===== src/logic/mips_pkg.sv =====
package mips_pkg;

    localparam int XLEN       = 32;
    localparam int REG_ADDR_W = 5;

    localparam logic [XLEN-1:0] EXC_VECTOR_BASE = 32'h0000_0080;
    localparam logic [XLEN-1:0] RESET_PC        = 32'h0000_0000;

    typedef enum logic [5:0] {
        R_TYPE = 6'h00,
        J      = 6'h02,
        ADDI   = 6'h08,
        ADDIU  = 6'h09,
        LW     = 6'h23,
        SW     = 6'h2b
    } opcode_e;

    typedef enum logic [5:0] {
        FUNCT_ADD = 6'h20,
        FUNCT_SUB = 6'h22,
        FUNCT_AND = 6'h24
    } funct_e;

    typedef enum logic [3:0] {
        FETCH, FETCH_WAIT, DECODE, EXEC_R, EXEC_I, ADDR_CALC, MEM_READ,
        MEM_WRITE, WB_ALU, WB_IMM, WB_LOAD, JUMP, EXC_VECTOR, EXC_ENTER
    } state_e;

    typedef enum logic [1:0] {PASS_A, ADD, SUB, AND} alu_op_e;
    typedef enum logic [0:0] {OPCODE, OVERFLOW} exc_cause_e;
    typedef enum logic [1:0] {PC_INC, PC_JUMP, PC_MEM} pc_src_e;
    typedef enum logic [1:0] {SRC_B_REG, SRC_B_FOUR, SRC_B_IMM} alu_src_b_e;
    typedef enum logic [1:0] {ADDR_PC, ADDR_ALU, ADDR_VECTOR} mem_addr_src_e;

    typedef struct packed {
        logic          pc_write;
        pc_src_e       pc_src;
        logic          epc_write;
        logic          ir_write;
        logic          ab_write;
        logic          alu_out_write;
        logic          mdr_write;
        logic          reg_write;
        logic          reg_dst;       // 0 rd, 1 rt
        logic          reg_src;       // 0 ALU result, 1 MDR
        logic          alu_src_a;     // 0 PC, 1 A
        alu_src_b_e    alu_src_b;
        alu_op_e       alu_op;
        mem_addr_src_e mem_addr_src;
        exc_cause_e    exc_cause;
    } ctrl_t;

    typedef struct packed {
        logic            valid;
        logic            write;
        logic [XLEN-1:0] addr;
        logic [XLEN-1:0] wdata;
    } mem_req_t;

    typedef struct packed {
        logic            done;
        logic [XLEN-1:0] rdata;
    } mem_rsp_t;

    typedef struct packed {
        logic              awvalid;
        logic [XLEN-1:0]   awaddr;
        logic              wvalid;
        logic [XLEN-1:0]   wdata;
        logic [XLEN/8-1:0] wstrb;
        logic              bready;
        logic              arvalid;
        logic [XLEN-1:0]   araddr;
        logic              rready;
    } axi_m2s_t;

    typedef struct packed {
        logic            awready;
        logic            wready;
        logic            bvalid;
        logic [1:0]      bresp;
        logic            arready;
        logic            rvalid;
        logic [XLEN-1:0] rdata;
        logic [1:0]      rresp;
    } axi_s2m_t;

endpackage


===== src/logic/mips_control.sv =====
`timescale 1ns/1ps

module mips_control (
    input  logic               clk,
    input  logic               reset,
    input  mips_pkg::opcode_e  opcode,
    input  mips_pkg::funct_e   funct,
    input  logic               overflow,
    input  mips_pkg::mem_rsp_t mem_rsp,
    output mips_pkg::ctrl_t    ctrl,
    output logic               mem_req_valid,
    output logic               mem_req_write
);
    import mips_pkg::*;

    state_e  state;
    state_e  next_state;
    logic    opcode_legal;
    alu_op_e r_op;

    always_comb begin
        if (opcode == R_TYPE) begin
            opcode_legal = funct inside {FUNCT_ADD, FUNCT_SUB, FUNCT_AND};
        end else begin
            opcode_legal = opcode inside {ADDI, ADDIU, LW, SW, J};
        end
        case (funct)
            FUNCT_SUB: r_op = SUB;
            FUNCT_AND: r_op = AND;
            default:   r_op = ADD;
        endcase
    end

    always_comb begin
        ctrl          = '0;
        mem_req_valid = 1'b0;
        mem_req_write = 1'b0;
        next_state    = state;
        case (state)
            FETCH: begin
                mem_req_valid = 1'b1;
                next_state    = FETCH_WAIT;
            end
            FETCH_WAIT: begin
                // ALU computes PC + 4 while the fetch is in flight
                mem_req_valid  = 1'b1;
                ctrl.alu_src_b = SRC_B_FOUR;
                ctrl.alu_op    = ADD;
                if (mem_rsp.done) begin
                    ctrl.ir_write = 1'b1;
                    ctrl.pc_write = 1'b1;
                    next_state    = DECODE;
                end
            end
            DECODE: begin
                ctrl.ab_write = 1'b1;
                if (!opcode_legal) begin
                    next_state = EXC_VECTOR;
                end else begin
                    case (opcode)
                        R_TYPE:      next_state = EXEC_R;
                        ADDI, ADDIU: next_state = EXEC_I;
                        LW, SW:      next_state = ADDR_CALC;
                        default:     next_state = JUMP;
                    endcase
                end
            end
            EXEC_R, WB_ALU: begin
                ctrl.alu_src_a = 1'b1;
                ctrl.alu_src_b = SRC_B_REG;
                ctrl.alu_op    = r_op;
                if (state == EXEC_R) begin
                    ctrl.alu_out_write = 1'b1;
                    next_state         = WB_ALU;
                end else if (overflow) begin
                    next_state = EXC_VECTOR;
                end else begin
                    ctrl.reg_write = 1'b1;
                    next_state     = FETCH;
                end
            end
            EXEC_I, WB_IMM, ADDR_CALC: begin
                ctrl.alu_src_a = 1'b1;
                ctrl.alu_src_b = SRC_B_IMM;
                ctrl.alu_op    = ADD;
                if (state == EXEC_I) begin
                    ctrl.alu_out_write = 1'b1;
                    next_state         = WB_IMM;
                end else if (state == ADDR_CALC) begin
                    ctrl.alu_out_write = 1'b1;
                    next_state         = (opcode == LW) ? MEM_READ : MEM_WRITE;
                end else if (overflow && opcode == ADDI) begin
                    next_state = EXC_VECTOR;
                end else begin
                    ctrl.reg_write = 1'b1;
                    ctrl.reg_dst   = 1'b1;
                    next_state     = FETCH;
                end
            end
            MEM_READ: begin
                mem_req_valid     = 1'b1;
                ctrl.mem_addr_src = ADDR_ALU;
                ctrl.mdr_write    = mem_rsp.done;
                if (mem_rsp.done) begin
                    next_state = WB_LOAD;
                end
            end
            WB_LOAD: begin
                ctrl.reg_write = 1'b1;
                ctrl.reg_dst   = 1'b1;
                ctrl.reg_src   = 1'b1;
                next_state     = FETCH;
            end
            MEM_WRITE: begin
                mem_req_valid     = 1'b1;
                mem_req_write     = 1'b1;
                ctrl.mem_addr_src = ADDR_ALU;
                if (mem_rsp.done) begin
                    next_state = FETCH;
                end
            end
            JUMP: begin
                ctrl.pc_write = 1'b1;
                ctrl.pc_src   = PC_JUMP;
                next_state    = FETCH;
            end
            EXC_VECTOR: begin
                // A legal instruction can only get here through overflow
                mem_req_valid     = 1'b1;
                ctrl.mem_addr_src = ADDR_VECTOR;
                ctrl.exc_cause    = opcode_legal ? OVERFLOW : OPCODE;
                ctrl.mdr_write    = mem_rsp.done;
                if (mem_rsp.done) begin
                    next_state = EXC_ENTER;
                end
            end
            EXC_ENTER: begin
                ctrl.epc_write = 1'b1;
                ctrl.pc_write  = 1'b1;
                ctrl.pc_src    = PC_MEM;
                next_state     = FETCH;
            end
            default: next_state = FETCH;
        endcase
    end

    always_ff @(posedge clk) begin
        if (reset) begin
            state <= FETCH;
        end else begin
            state <= next_state;
        end
    end

    // Request stays up until the port reports completion
    req_held_until_done: assert property (@(posedge clk) disable iff (reset)
        $fell(mem_req_valid) |-> $past(mem_rsp.done));

endmodule


===== src/logic/register_file.sv =====
`timescale 1ns/1ps

module register_file (
    input  logic                        clk,
    input  logic                        reset,
    input  mips_pkg::ctrl_t             ctrl,
    input  logic [mips_pkg::XLEN-1:0]   instr,
    input  logic [mips_pkg::XLEN-1:0]   wdata_alu,
    input  logic [mips_pkg::XLEN-1:0]   wdata_mem,
    output logic [mips_pkg::XLEN-1:0]   rdata_a,
    output logic [mips_pkg::XLEN-1:0]   rdata_b
);
    import mips_pkg::*;

    logic [XLEN-1:0]       regs [0:2**REG_ADDR_W-1];
    logic [REG_ADDR_W-1:0] waddr;
    logic [XLEN-1:0]       wdata;

    assign waddr = ctrl.reg_dst ? instr[20:16] : instr[15:11];
    assign wdata = ctrl.reg_src ? wdata_mem : wdata_alu;

    always_ff @(posedge clk) begin
        if (reset) begin
            for (int i = 0; i < 2**REG_ADDR_W; i++) begin
                regs[i] <= '0;
            end
        end else if (ctrl.reg_write && waddr != '0) begin
            regs[waddr] <= wdata;
        end
    end

    assign rdata_a = regs[instr[25:21]];
    assign rdata_b = regs[instr[20:16]];

    reg_zero_stays_zero: assert property (@(posedge clk) disable iff (reset)
        regs[0] == '0);

endmodule


===== src/logic/alu.sv =====
`timescale 1ns/1ps

module alu (
    input  mips_pkg::ctrl_t           ctrl,
    input  logic [mips_pkg::XLEN-1:0] pc,
    input  logic [mips_pkg::XLEN-1:0] a,
    input  logic [mips_pkg::XLEN-1:0] b,
    input  logic [mips_pkg::XLEN-1:0] imm,
    output logic [mips_pkg::XLEN-1:0] result,
    output logic                      overflow
);
    import mips_pkg::*;

    logic [XLEN-1:0] op_a;
    logic [XLEN-1:0] op_b;

    always_comb begin
        op_a = ctrl.alu_src_a ? a : pc;
        case (ctrl.alu_src_b)
            SRC_B_FOUR: op_b = XLEN'(4);
            SRC_B_IMM:  op_b = imm;
            default:    op_b = b;
        endcase
    end

    always_comb begin
        overflow = 1'b0;
        case (ctrl.alu_op)
            ADD: begin
                result   = op_a + op_b;
                overflow = (op_a[XLEN-1] == op_b[XLEN-1]) &&
                           (result[XLEN-1] != op_a[XLEN-1]);
            end
            SUB: begin
                result   = op_a - op_b;
                overflow = (op_a[XLEN-1] != op_b[XLEN-1]) &&
                           (result[XLEN-1] != op_a[XLEN-1]);
            end
            AND:     result = op_a & op_b;
            default: result = op_a;
        endcase
    end

endmodule


===== src/logic/operand_regs.sv =====
`timescale 1ns/1ps

module operand_regs (
    input  logic                      clk,
    input  logic                      reset,
    input  mips_pkg::ctrl_t           ctrl,
    input  logic [mips_pkg::XLEN-1:0] mem_rdata,
    input  logic [mips_pkg::XLEN-1:0] rdata_a,
    input  logic [mips_pkg::XLEN-1:0] rdata_b,
    input  logic [mips_pkg::XLEN-1:0] alu_result,
    output logic [mips_pkg::XLEN-1:0] instr,
    output mips_pkg::opcode_e         opcode,
    output mips_pkg::funct_e          funct,
    output logic [mips_pkg::XLEN-1:0] imm,
    output logic [mips_pkg::XLEN-1:0] a,
    output logic [mips_pkg::XLEN-1:0] b,
    output logic [mips_pkg::XLEN-1:0] alu_out,
    output logic [mips_pkg::XLEN-1:0] mdr
);
    import mips_pkg::*;

    // Instruction register
    always_ff @(posedge clk) begin
        if (reset) begin
            instr <= '0;
        end else if (ctrl.ir_write) begin
            instr <= mem_rdata;
        end
    end

    always_ff @(posedge clk) begin
        if (ctrl.ab_write) begin
            a <= rdata_a;
            b <= rdata_b;
        end
        if (ctrl.alu_out_write) begin
            alu_out <= alu_result;
        end
        if (ctrl.mdr_write) begin
            mdr <= mem_rdata;
        end
    end

    assign opcode = opcode_e'(instr[31:26]);
    assign funct  = funct_e'(instr[5:0]);
    assign imm    = {{(XLEN-16){instr[15]}}, instr[15:0]};

endmodule


===== src/logic/pc_unit.sv =====
`timescale 1ns/1ps

module pc_unit (
    input  logic                      clk,
    input  logic                      reset,
    input  mips_pkg::ctrl_t           ctrl,
    input  logic [mips_pkg::XLEN-1:0] alu_result,
    input  logic [mips_pkg::XLEN-1:0] instr,
    input  logic [mips_pkg::XLEN-1:0] mem_rdata,
    output logic [mips_pkg::XLEN-1:0] pc,
    output logic [mips_pkg::XLEN-1:0] epc
);
    import mips_pkg::*;

    logic [XLEN-1:0] jump_target;
    logic [XLEN-1:0] next_pc;

    // PC already points past the jump here
    assign jump_target = {pc[XLEN-1:28], instr[25:0], 2'b00};

    always_comb begin
        case (ctrl.pc_src)
            PC_JUMP: next_pc = jump_target;
            PC_MEM:  next_pc = mem_rdata;
            default: next_pc = alu_result;
        endcase
    end

    always_ff @(posedge clk) begin
        if (reset) begin
            pc <= RESET_PC;
        end else if (ctrl.pc_write) begin
            pc <= next_pc;
        end
    end

    always_ff @(posedge clk) begin
        if (ctrl.epc_write) begin
            epc <= pc - XLEN'(4);
        end
    end

endmodule


===== src/logic/axi_mem_port.sv =====
`timescale 1ns/1ps

module axi_mem_port (
    input  logic               clk,
    input  logic               reset,
    input  mips_pkg::mem_req_t req,
    output mips_pkg::mem_rsp_t rsp,
    output mips_pkg::axi_m2s_t axi_m,
    input  mips_pkg::axi_s2m_t axi_s
);
    import mips_pkg::*;

    typedef enum logic [1:0] {PORT_IDLE, PORT_ADDR, PORT_RESP} port_state_e;

    port_state_e     state;
    logic            is_write;
    logic            awvalid;
    logic            wvalid;
    logic            arvalid;
    logic            aw_left;
    logic            w_left;
    logic            ar_left;
    logic [XLEN-1:0] addr;
    logic [XLEN-1:0] wdata;

    // Each channel drops its valid on its own handshake
    assign aw_left = awvalid && !axi_s.awready;
    assign w_left  = wvalid && !axi_s.wready;
    assign ar_left = arvalid && !axi_s.arready;

    always_ff @(posedge clk) begin
        if (reset) begin
            state   <= PORT_IDLE;
            awvalid <= 1'b0;
            wvalid  <= 1'b0;
            arvalid <= 1'b0;
        end else begin
            case (state)
                PORT_IDLE: begin
                    if (req.valid) begin
                        awvalid <= req.write;
                        wvalid  <= req.write;
                        arvalid <= !req.write;
                        state   <= PORT_ADDR;
                    end
                end
                PORT_ADDR: begin
                    awvalid <= aw_left;
                    wvalid  <= w_left;
                    arvalid <= ar_left;
                    if (!aw_left && !w_left && !ar_left) begin
                        state <= PORT_RESP;
                    end
                end
                default: begin
                    if (rsp.done) begin
                        state <= PORT_IDLE;
                    end
                end
            endcase
        end
    end

    always_ff @(posedge clk) begin
        if (state == PORT_IDLE && req.valid) begin
            is_write <= req.write;
            addr     <= req.addr;
            wdata    <= req.wdata;
        end
    end

    always_comb begin
        axi_m.awvalid = awvalid;
        axi_m.awaddr  = addr;
        axi_m.wvalid  = wvalid;
        axi_m.wdata   = wdata;
        axi_m.wstrb   = '1;
        axi_m.bready  = (state == PORT_RESP) && is_write;
        axi_m.arvalid = arvalid;
        axi_m.araddr  = addr;
        axi_m.rready  = (state == PORT_RESP) && !is_write;
    end

    assign rsp.done  = (axi_m.bready && axi_s.bvalid) || (axi_m.rready && axi_s.rvalid);
    assign rsp.rdata = axi_s.rdata;

    awaddr_stable: assert property (@(posedge clk) disable iff (reset)
        axi_m.awvalid && !axi_s.awready |=> axi_m.awvalid && $stable(axi_m.awaddr));

endmodule


===== src/logic/mips_core.sv =====
`timescale 1ns/1ps

module mips_core (
    input  logic               clk,
    input  logic               reset,
    output mips_pkg::axi_m2s_t axi_m,
    input  mips_pkg::axi_s2m_t axi_s
);
    import mips_pkg::*;

    ctrl_t           ctrl;
    opcode_e         opcode;
    funct_e          funct;
    mem_req_t        mem_req;
    mem_rsp_t        mem_rsp;
    logic            overflow;
    logic            mem_valid;
    logic            mem_write;
    logic [XLEN-1:0] instr;
    logic [XLEN-1:0] imm;
    logic [XLEN-1:0] pc;
    logic [XLEN-1:0] a;
    logic [XLEN-1:0] b;
    logic [XLEN-1:0] rdata_a;
    logic [XLEN-1:0] rdata_b;
    logic [XLEN-1:0] alu_result;
    logic [XLEN-1:0] alu_out;
    logic [XLEN-1:0] mdr;

    always_comb begin
        mem_req.valid = mem_valid;
        mem_req.write = mem_write;
        mem_req.wdata = b;
        case (ctrl.mem_addr_src)
            ADDR_ALU:    mem_req.addr = alu_out;
            ADDR_VECTOR: mem_req.addr = EXC_VECTOR_BASE + (XLEN'(ctrl.exc_cause) << 2);
            default:     mem_req.addr = pc;
        endcase
    end

    mips_control u_control (
        .clk(clk), .reset(reset), .opcode(opcode), .funct(funct),
        .overflow(overflow), .mem_rsp(mem_rsp), .ctrl(ctrl),
        .mem_req_valid(mem_valid), .mem_req_write(mem_write)
    );

    register_file u_register_file (
        .clk(clk), .reset(reset), .ctrl(ctrl), .instr(instr),
        .wdata_alu(alu_out), .wdata_mem(mdr), .rdata_a(rdata_a), .rdata_b(rdata_b)
    );

    alu u_alu (
        .ctrl(ctrl), .pc(pc), .a(a), .b(b), .imm(imm),
        .result(alu_result), .overflow(overflow)
    );

    operand_regs u_operand_regs (
        .clk(clk), .reset(reset), .ctrl(ctrl), .mem_rdata(mem_rsp.rdata),
        .rdata_a(rdata_a), .rdata_b(rdata_b), .alu_result(alu_result),
        .instr(instr), .opcode(opcode), .funct(funct), .imm(imm),
        .a(a), .b(b), .alu_out(alu_out), .mdr(mdr)
    );

    // Handler address comes from MDR, latched when the vector read completed
    pc_unit u_pc_unit (
        .clk(clk), .reset(reset), .ctrl(ctrl), .alu_result(alu_result),
        .instr(instr), .mem_rdata(mdr), .pc(pc), .epc()
    );

    axi_mem_port u_axi_mem_port (
        .clk(clk), .reset(reset), .req(mem_req), .rsp(mem_rsp),
        .axi_m(axi_m), .axi_s(axi_s)
    );

endmodule


===== config.mk =====
export PLATFORM = sky130hd
export DESIGN_NAME = mips_core
export DESIGN_NICKNAME = d
export VERILOG_FILES = /design/src/logic/mips_pkg.sv /design/src/logic/mips_control.sv /design/src/logic/register_file.sv /design/src/logic/alu.sv /design/src/logic/operand_regs.sv /design/src/logic/pc_unit.sv /design/src/logic/axi_mem_port.sv /design/src/logic/mips_core.sv
export SDC_FILE = /design/constraint.sdc
export NUM_CORES = 2
export LEC_CHECK = 0
export ABC_CLOCK_PERIOD_IN_PS = 28200
export BUFFER_PORTS_ARGS = -buffer_cell sky130_fd_sc_hd__buf_2
export CORE_ASPECT_RATIO = 0.5
export CORE_MARGIN = 1
export CORE_UTILIZATION = 43
export CTS_CLUSTER_DIAMETER = 40
export DETAILED_ROUTE_END_ITERATION = 6
export PLACE_DENSITY = 0.6
export SLEW_MARGIN = 10
export SYNTH_ARGS = -nofsm -noshare
export SYNTH_HDL_FRONTEND = slang
export SYNTH_SLANG_ARGS = --single-unit

===== constraint.sdc =====
create_clock -name clk -period 28.2 [get_ports clk]
set_input_delay 4.23 -clock clk [delete_from_list [all_inputs] [get_ports clk]]
set_output_delay 4.23 -clock clk [all_outputs]
set_load 0.01 [all_outputs]

Yosys cells after proc, flatten, opt, wreduce, memory -nomap -nowiden --
Memories as Yosys holds them, arrays and structs flattened. A register that Yosys moved wholly into a read port is not among the register bits. Index checks and enable logic that the tools add are counted.
Cells by class: equality and inequality tests 42, reductions and logical operators 45, bitwise logic cells 2, add/subtract/negate cells 3, muxes and demuxes 65
Operator list (count):
- one-hot mux 32 bit (2 select lines) | 3
- 2-to-1 mux 32 bit | 3
- one-hot mux 32 bit (3 select lines) | 1
- 2-to-1 mux 4 bit | 10
- adder 32 bit | 1
- bitwise AND 32 bit | 1
- one-hot mux 4 bit (8 select lines) | 1
- OR reduction 32 bit | 1
- subtractor 32 bit | 1
- == test 6 bit, second input constant | 5
- 2-to-1 mux 1 bit | 25
- == test 4 bit, second input constant | 6
- one-hot mux 4 bit (3 select lines) | 2
- == test 4 x 3 -> 1 bit, second input constant | 4
- one-hot mux 2 bit (2 select lines) | 4
- logical AND 1 bit | 14
- one-hot mux 1 bit (2 select lines) | 7
- == test 2 bit, second input constant | 6
- == test 6 x 4 -> 1 bit, second input constant | 2
- 2-to-1 mux 2 bit | 6
- OR reduction 2 bit | 6
- == test 2 x 1 -> 1 bit, second input constant | 5
- 2-to-1 mux 5 bit | 2
- inequality test 2 bit, second input constant | 5
- other kinds (22) | 36
Word-level totals: memory bits (writable) 1024, bits of input ports 43, register bits 202, memories 1, logic and storage cells 171, output and inout port bits 105
Memories:
- u_register_file.regs | depth 32, bits a word 32, read ports 2, clocked after memory_dff 2, wr ports 32, line register_file.sv:15 | logic [XLEN-1:0] regs [0:2**REG_ADDR_W-1];

Longest topological paths before layout --
depth in word-level cells 22, gate-level depth with buffers 29, gate-level depth less buffers 22

Cells and area by module --
A second synthesis with hierarchy kept.
Unflattened totals: cell total of the unflattened synthesis 6351, area, all modules 71418.5 um^2
Modules (own cells, without submodules):
- register_file | times used 1, area an instance 53785.3 um^2, cells an instance 4635
- operand_regs | times used 1, area an instance 5337.6 um^2, cells an instance 275
- alu | times used 1, area an instance 5081.1 um^2, cells an instance 764
- pc_unit | times used 1, area an instance 3224.3 um^2, cells an instance 327
- axi_mem_port | times used 1, area an instance 2791.4 um^2, cells an instance 175
- mips_control | times used 1, area an instance 802.0 um^2, cells an instance 125
- mips_core | times used 1, area an instance 396.6 um^2, cells an instance 50

Worst setup path after synthesis --
OpenSTA, ideal clock, no wires.
path kind flip-flop to flip-flop, start register u_control.state[2], end memory u_register_file.regs[1][0], enable pin, cell stages (with the launch flop) 24, data arrival time 8.488 ns, period minus slack after synthesis 8.953 ns, library setup time 0.466 ns, slack 19.247 ns, path through dfxtp_1 > clkbuf_2 > nand3b_1 > a21oi_1 > a21oi_2 > clkbuf_1 > clkbuf_1 > mux2i_1 > inv_1 > ha_1 > clkbuf_2 > a21oi_1 > o22ai_1 > or4b_1 > or3_1 > nor3b_2 > nor2_4 > mux2_4 > nand3_1 > a211oi_1 > nor3_1 > buf_2 > buf_2 > o21ai_0
RTL lines:
- from (decl) | line mips_control.sv:16 | state_e state;
- from (signal assigned) | line mips_control.sv:151 | state <= next_state;
- to (decl) | line register_file.sv:15

==> metrics.cfg <==
[sta]
tns_ns=0
finalHoldViolations=0
worst_pin_slew_ns=1.26
setup_viol=0
slew_headroom=0.143
rsz0062_at_grt=false
fmax_ghz=0.0974
fin_ws_ns=17.93
drv_slew=0
holdWs_ns=0.463
clock_skew_ns=0.0349
min_period_over_period=0.364
min_period_ns=10.27

[floorplanning]
die_y_um=284
io_pins=148
core_area_sq_um=156000
die_w_um=566
start_util=0.437
fp.dieArea_sq_um=161000
placementRows=102

[final_layout]
nets=4852
final-instance-count-excl-fill=6923
final_cell_mix=edfxtp_1, mux4_2, nor3_1
antenna_cells=0
areaGrowthSynthToFinish_pct=11.8
layout_commonest_cell=edfxtp_1
design_area_sq_um=76300
drive_gt1_frac=0.282
fillers=13300

[yosys]
ys_warn_count=0
synthArstFlopShare=0
yosysSeqAreaShare=0.556
yosys_most_used_dff=edfxtp_1
synth_seq_cells=1290
synthCells=4828
synth_area_sq_um=68300
synth_cell_type_count=93
synth_enable_flop_cells=1217
syn_area_per_cell_sq_um=14.1

[drt]
vias=47200
via_per_inst=6.82
firstDrtPassIters=5
ant_nets=0
detail_route.wl_per_cell_um=34.2
drtIter0Drc=7435
drc=0
routed_wl_um=237000

[grt]
grt_util_all_layers=0.294
antenna_found_initial=17
first_global_vias=45700
grt_max_degree=133
grt_pass1_wl_um=335000
grt_overflow=0

[placement]
place_area_sq_um=71400
hpwl_um=140000
place_ws_ns=18.18
port_buffers=139
place_inst=6655
finalWeightedCongestion=0.899

[power]
power_frac_comb=0.118
p_int_mw=3.54
ir_drop_mv=0.0536
switching_share=0.259
leakage_nw=24.7
power_density_nw_per_um2=62.6
p_switching_mw=1.24
power_frac_clock=0.415
pwr-share-seq=0.467

[cts]
clkTransAtPathRegs_ns=0.06
cts_root_buffer=clkbuf_16
h-tree-depth=4
cts_tree=done
cts_hold_buf=0
clockBufferDepth=3
cts_buffers=146
post_cts_buffers=0
clk_latency_ns=0.80
cts.sinks=1290
post_cts_resized=0

[run]
drv_cap=0

[setup_path]
crit_path_start_kind=flop
critPathRequiredTime_ns=28.62
crit_type=reg2reg
critPathMaxFanout=103
worst_ep_arrival_time_ns=10.69
crit_path_end_kind=flop

[min_path]
hold_path.class=reg2reg

[outcome]
outcome=finished, final reports clean

## flip-flops by register name, indices dropped and copies added (netlist names)
signal and cells:
u_axi_mem_port.arvalid 1, u_operand_regs.b 32, u_operand_regs.a 32, u_axi_mem_port.wvalid 1
u_axi_mem_port.state 2, u_axi_mem_port.awvalid 1, u_axi_mem_port.is_write 1, u_axi_mem_port.wdata 32
u_operand_regs.alu_out 32, u_register_file.regs 1024, u_control.state 4, u_axi_mem_port.addr 32
u_operand_regs.instr 32, u_pc_unit.pc 32, u_operand_regs.mdr 32
## metrics by stage
stage	utilization	total power [mW]
final	0.489	4.78
after global routing	0.489	4.90
after detailed placement	0.457	2.82
after floorplan	-	2.62
after CTS	0.488	4.78
after global placement	0.457	2.81
## power by group through the flow
stage | Combinational [mW] | Clock [mW] | Sequential (mW)
CTS | 0.554 | 1.99 | 2.23
floorplan | 0.353 | 0 | 2.27
global placement | 0.549 | 0 | 2.26
global route | 0.592 | 2.07 | 2.24
detailed placement | 0.552 | 0 | 2.27
finish | 0.564 | 1.98 | 2.23
## worst paths after layout
check | cells past startpoint | end | slack [ns] | from
max | 24 | u_register_file.regs[23][21]$_SDFFCE_PN0P_ | 17.93 | u_control.state[0]$_SDFFE_PP0P_
min | 0 | u_axi_mem_port.wdata[26]$_DFFE_PP_ | 0.46 | u_operand_regs.b[26]$_DFFE_PP_
max reg2reg | 24 | u_register_file.regs[23][21]$_SDFFCE_PN0P_ | 17.93 | u_control.state[0]$_SDFFE_PP0P_
min reg2reg | 0 | u_axi_mem_port.wdata[26]$_DFFE_PP_ | 0.46 | u_operand_regs.b[26]$_DFFE_PP_
## synth_stat cells, drive strengths merged (6+ instances only)
cell / number / area share
a211oi: 34 / 0.0038
a21o: 7 / 0.00077
a21oi: 122 / 0.0092
a221oi: 19 / 0.0024
a222oi: 22 / 0.0032
a22o: 29 / 0.0037
a22oi: 13 / 0.0019
a2bb2oi: 8 / 0.0010
a31oi: 6 / 0.00055
buf: 168 / 0.013
clkbuf: 398 / 0.022
dfxtp: 73 / 0.021
edfxtp: 1217 / 0.54
ha: 83 / 0.015
inv: 88 / 0.0048
mux2: 87 / 0.014
mux2i: 52 / 0.0076
mux4: 640 / 0.21
nand2: 198 / 0.011
nand2b: 21 / 0.0019
nand3: 18 / 0.0013
nor2: 512 / 0.028
nor2b: 21 / 0.0019
nor3: 640 / 0.047
nor4: 14 / 0.0013
o211ai: 12 / 0.0014
o21a: 29 / 0.0032
o21ai: 98 / 0.0072
o21bai: 9 / 0.00099
o22ai: 13 / 0.0012
o31ai: 11 / 0.0012
or2: 10 / 0.00092
xnor2: 41 / 0.0053
xor2: 7 / 0.00090
## worst max-delay path, cell delays in order, from the launching register on
cell      delay, ns
dfxtp_1        0.70
inv_1          0.29
nor2_1         0.21
mux2i_1        0.09
or2_2          0.31
ha_1           0.28
buf_4          0.30
clkinv_1       0.70
nand2_1        0.99
o21a_1         0.26
ha_1           0.37
nor4_1         0.43
nand2_1        0.22
a211oi_1       0.28
a311oi_2       0.13
a21boi_1       0.35
or4_1          0.20
and3_1         0.39
a21oi_1        0.22
nor3_1         0.57
nor2_4         0.06
buf_4          0.47
buf_12         0.45
o21ai_4        0.84
buf_4          0.60
## cell type report
| type | instances | area [sq um] | area share |
|---|---|---|---|
| Inverter | 90 | 338 | 0.00443 |
| Multi-Input combinational cell | 2916 | 28500 | 0.374 |
| Sequential cell | 1290 | 38000 | 0.498 |
| Clock inverter | 82 | 970 | 0.0127 |
| Clock buffer | 185 | 3980 | 0.0521 |
| Timing Repair Buffer | 280 | 1880 | 0.0246 |
| Tap cell | 2080 | 2600 | 0.0341 |
## logic make-up (layout without fill, tap and decap cells)
family	count (synthesis)	after routing	share of synthesized area
compound gates	495	495	0.0504
xor+xnor	48	48	0.00616
flops	1290	1290	0.556
other cells	2	36	0.000110
simple gates	1473	1473	0.0977
mux	779	779	0.233
buf+inv	656	637	0.0403
fa+ha+maj	85	85	0.0158
## routing by layer
metal / up-vias / track usage / wire length [um]
met3: 503 / 0.0846 / 33800
met2: 3462 / 0.431 / 105000
met4: 8 / 0.0919 / 7540
met5: - / 0 / 51
li1: 18800 / - / -
met1: 24500 / 0.422 / 91000
Power figures use the tool's default switching activity.
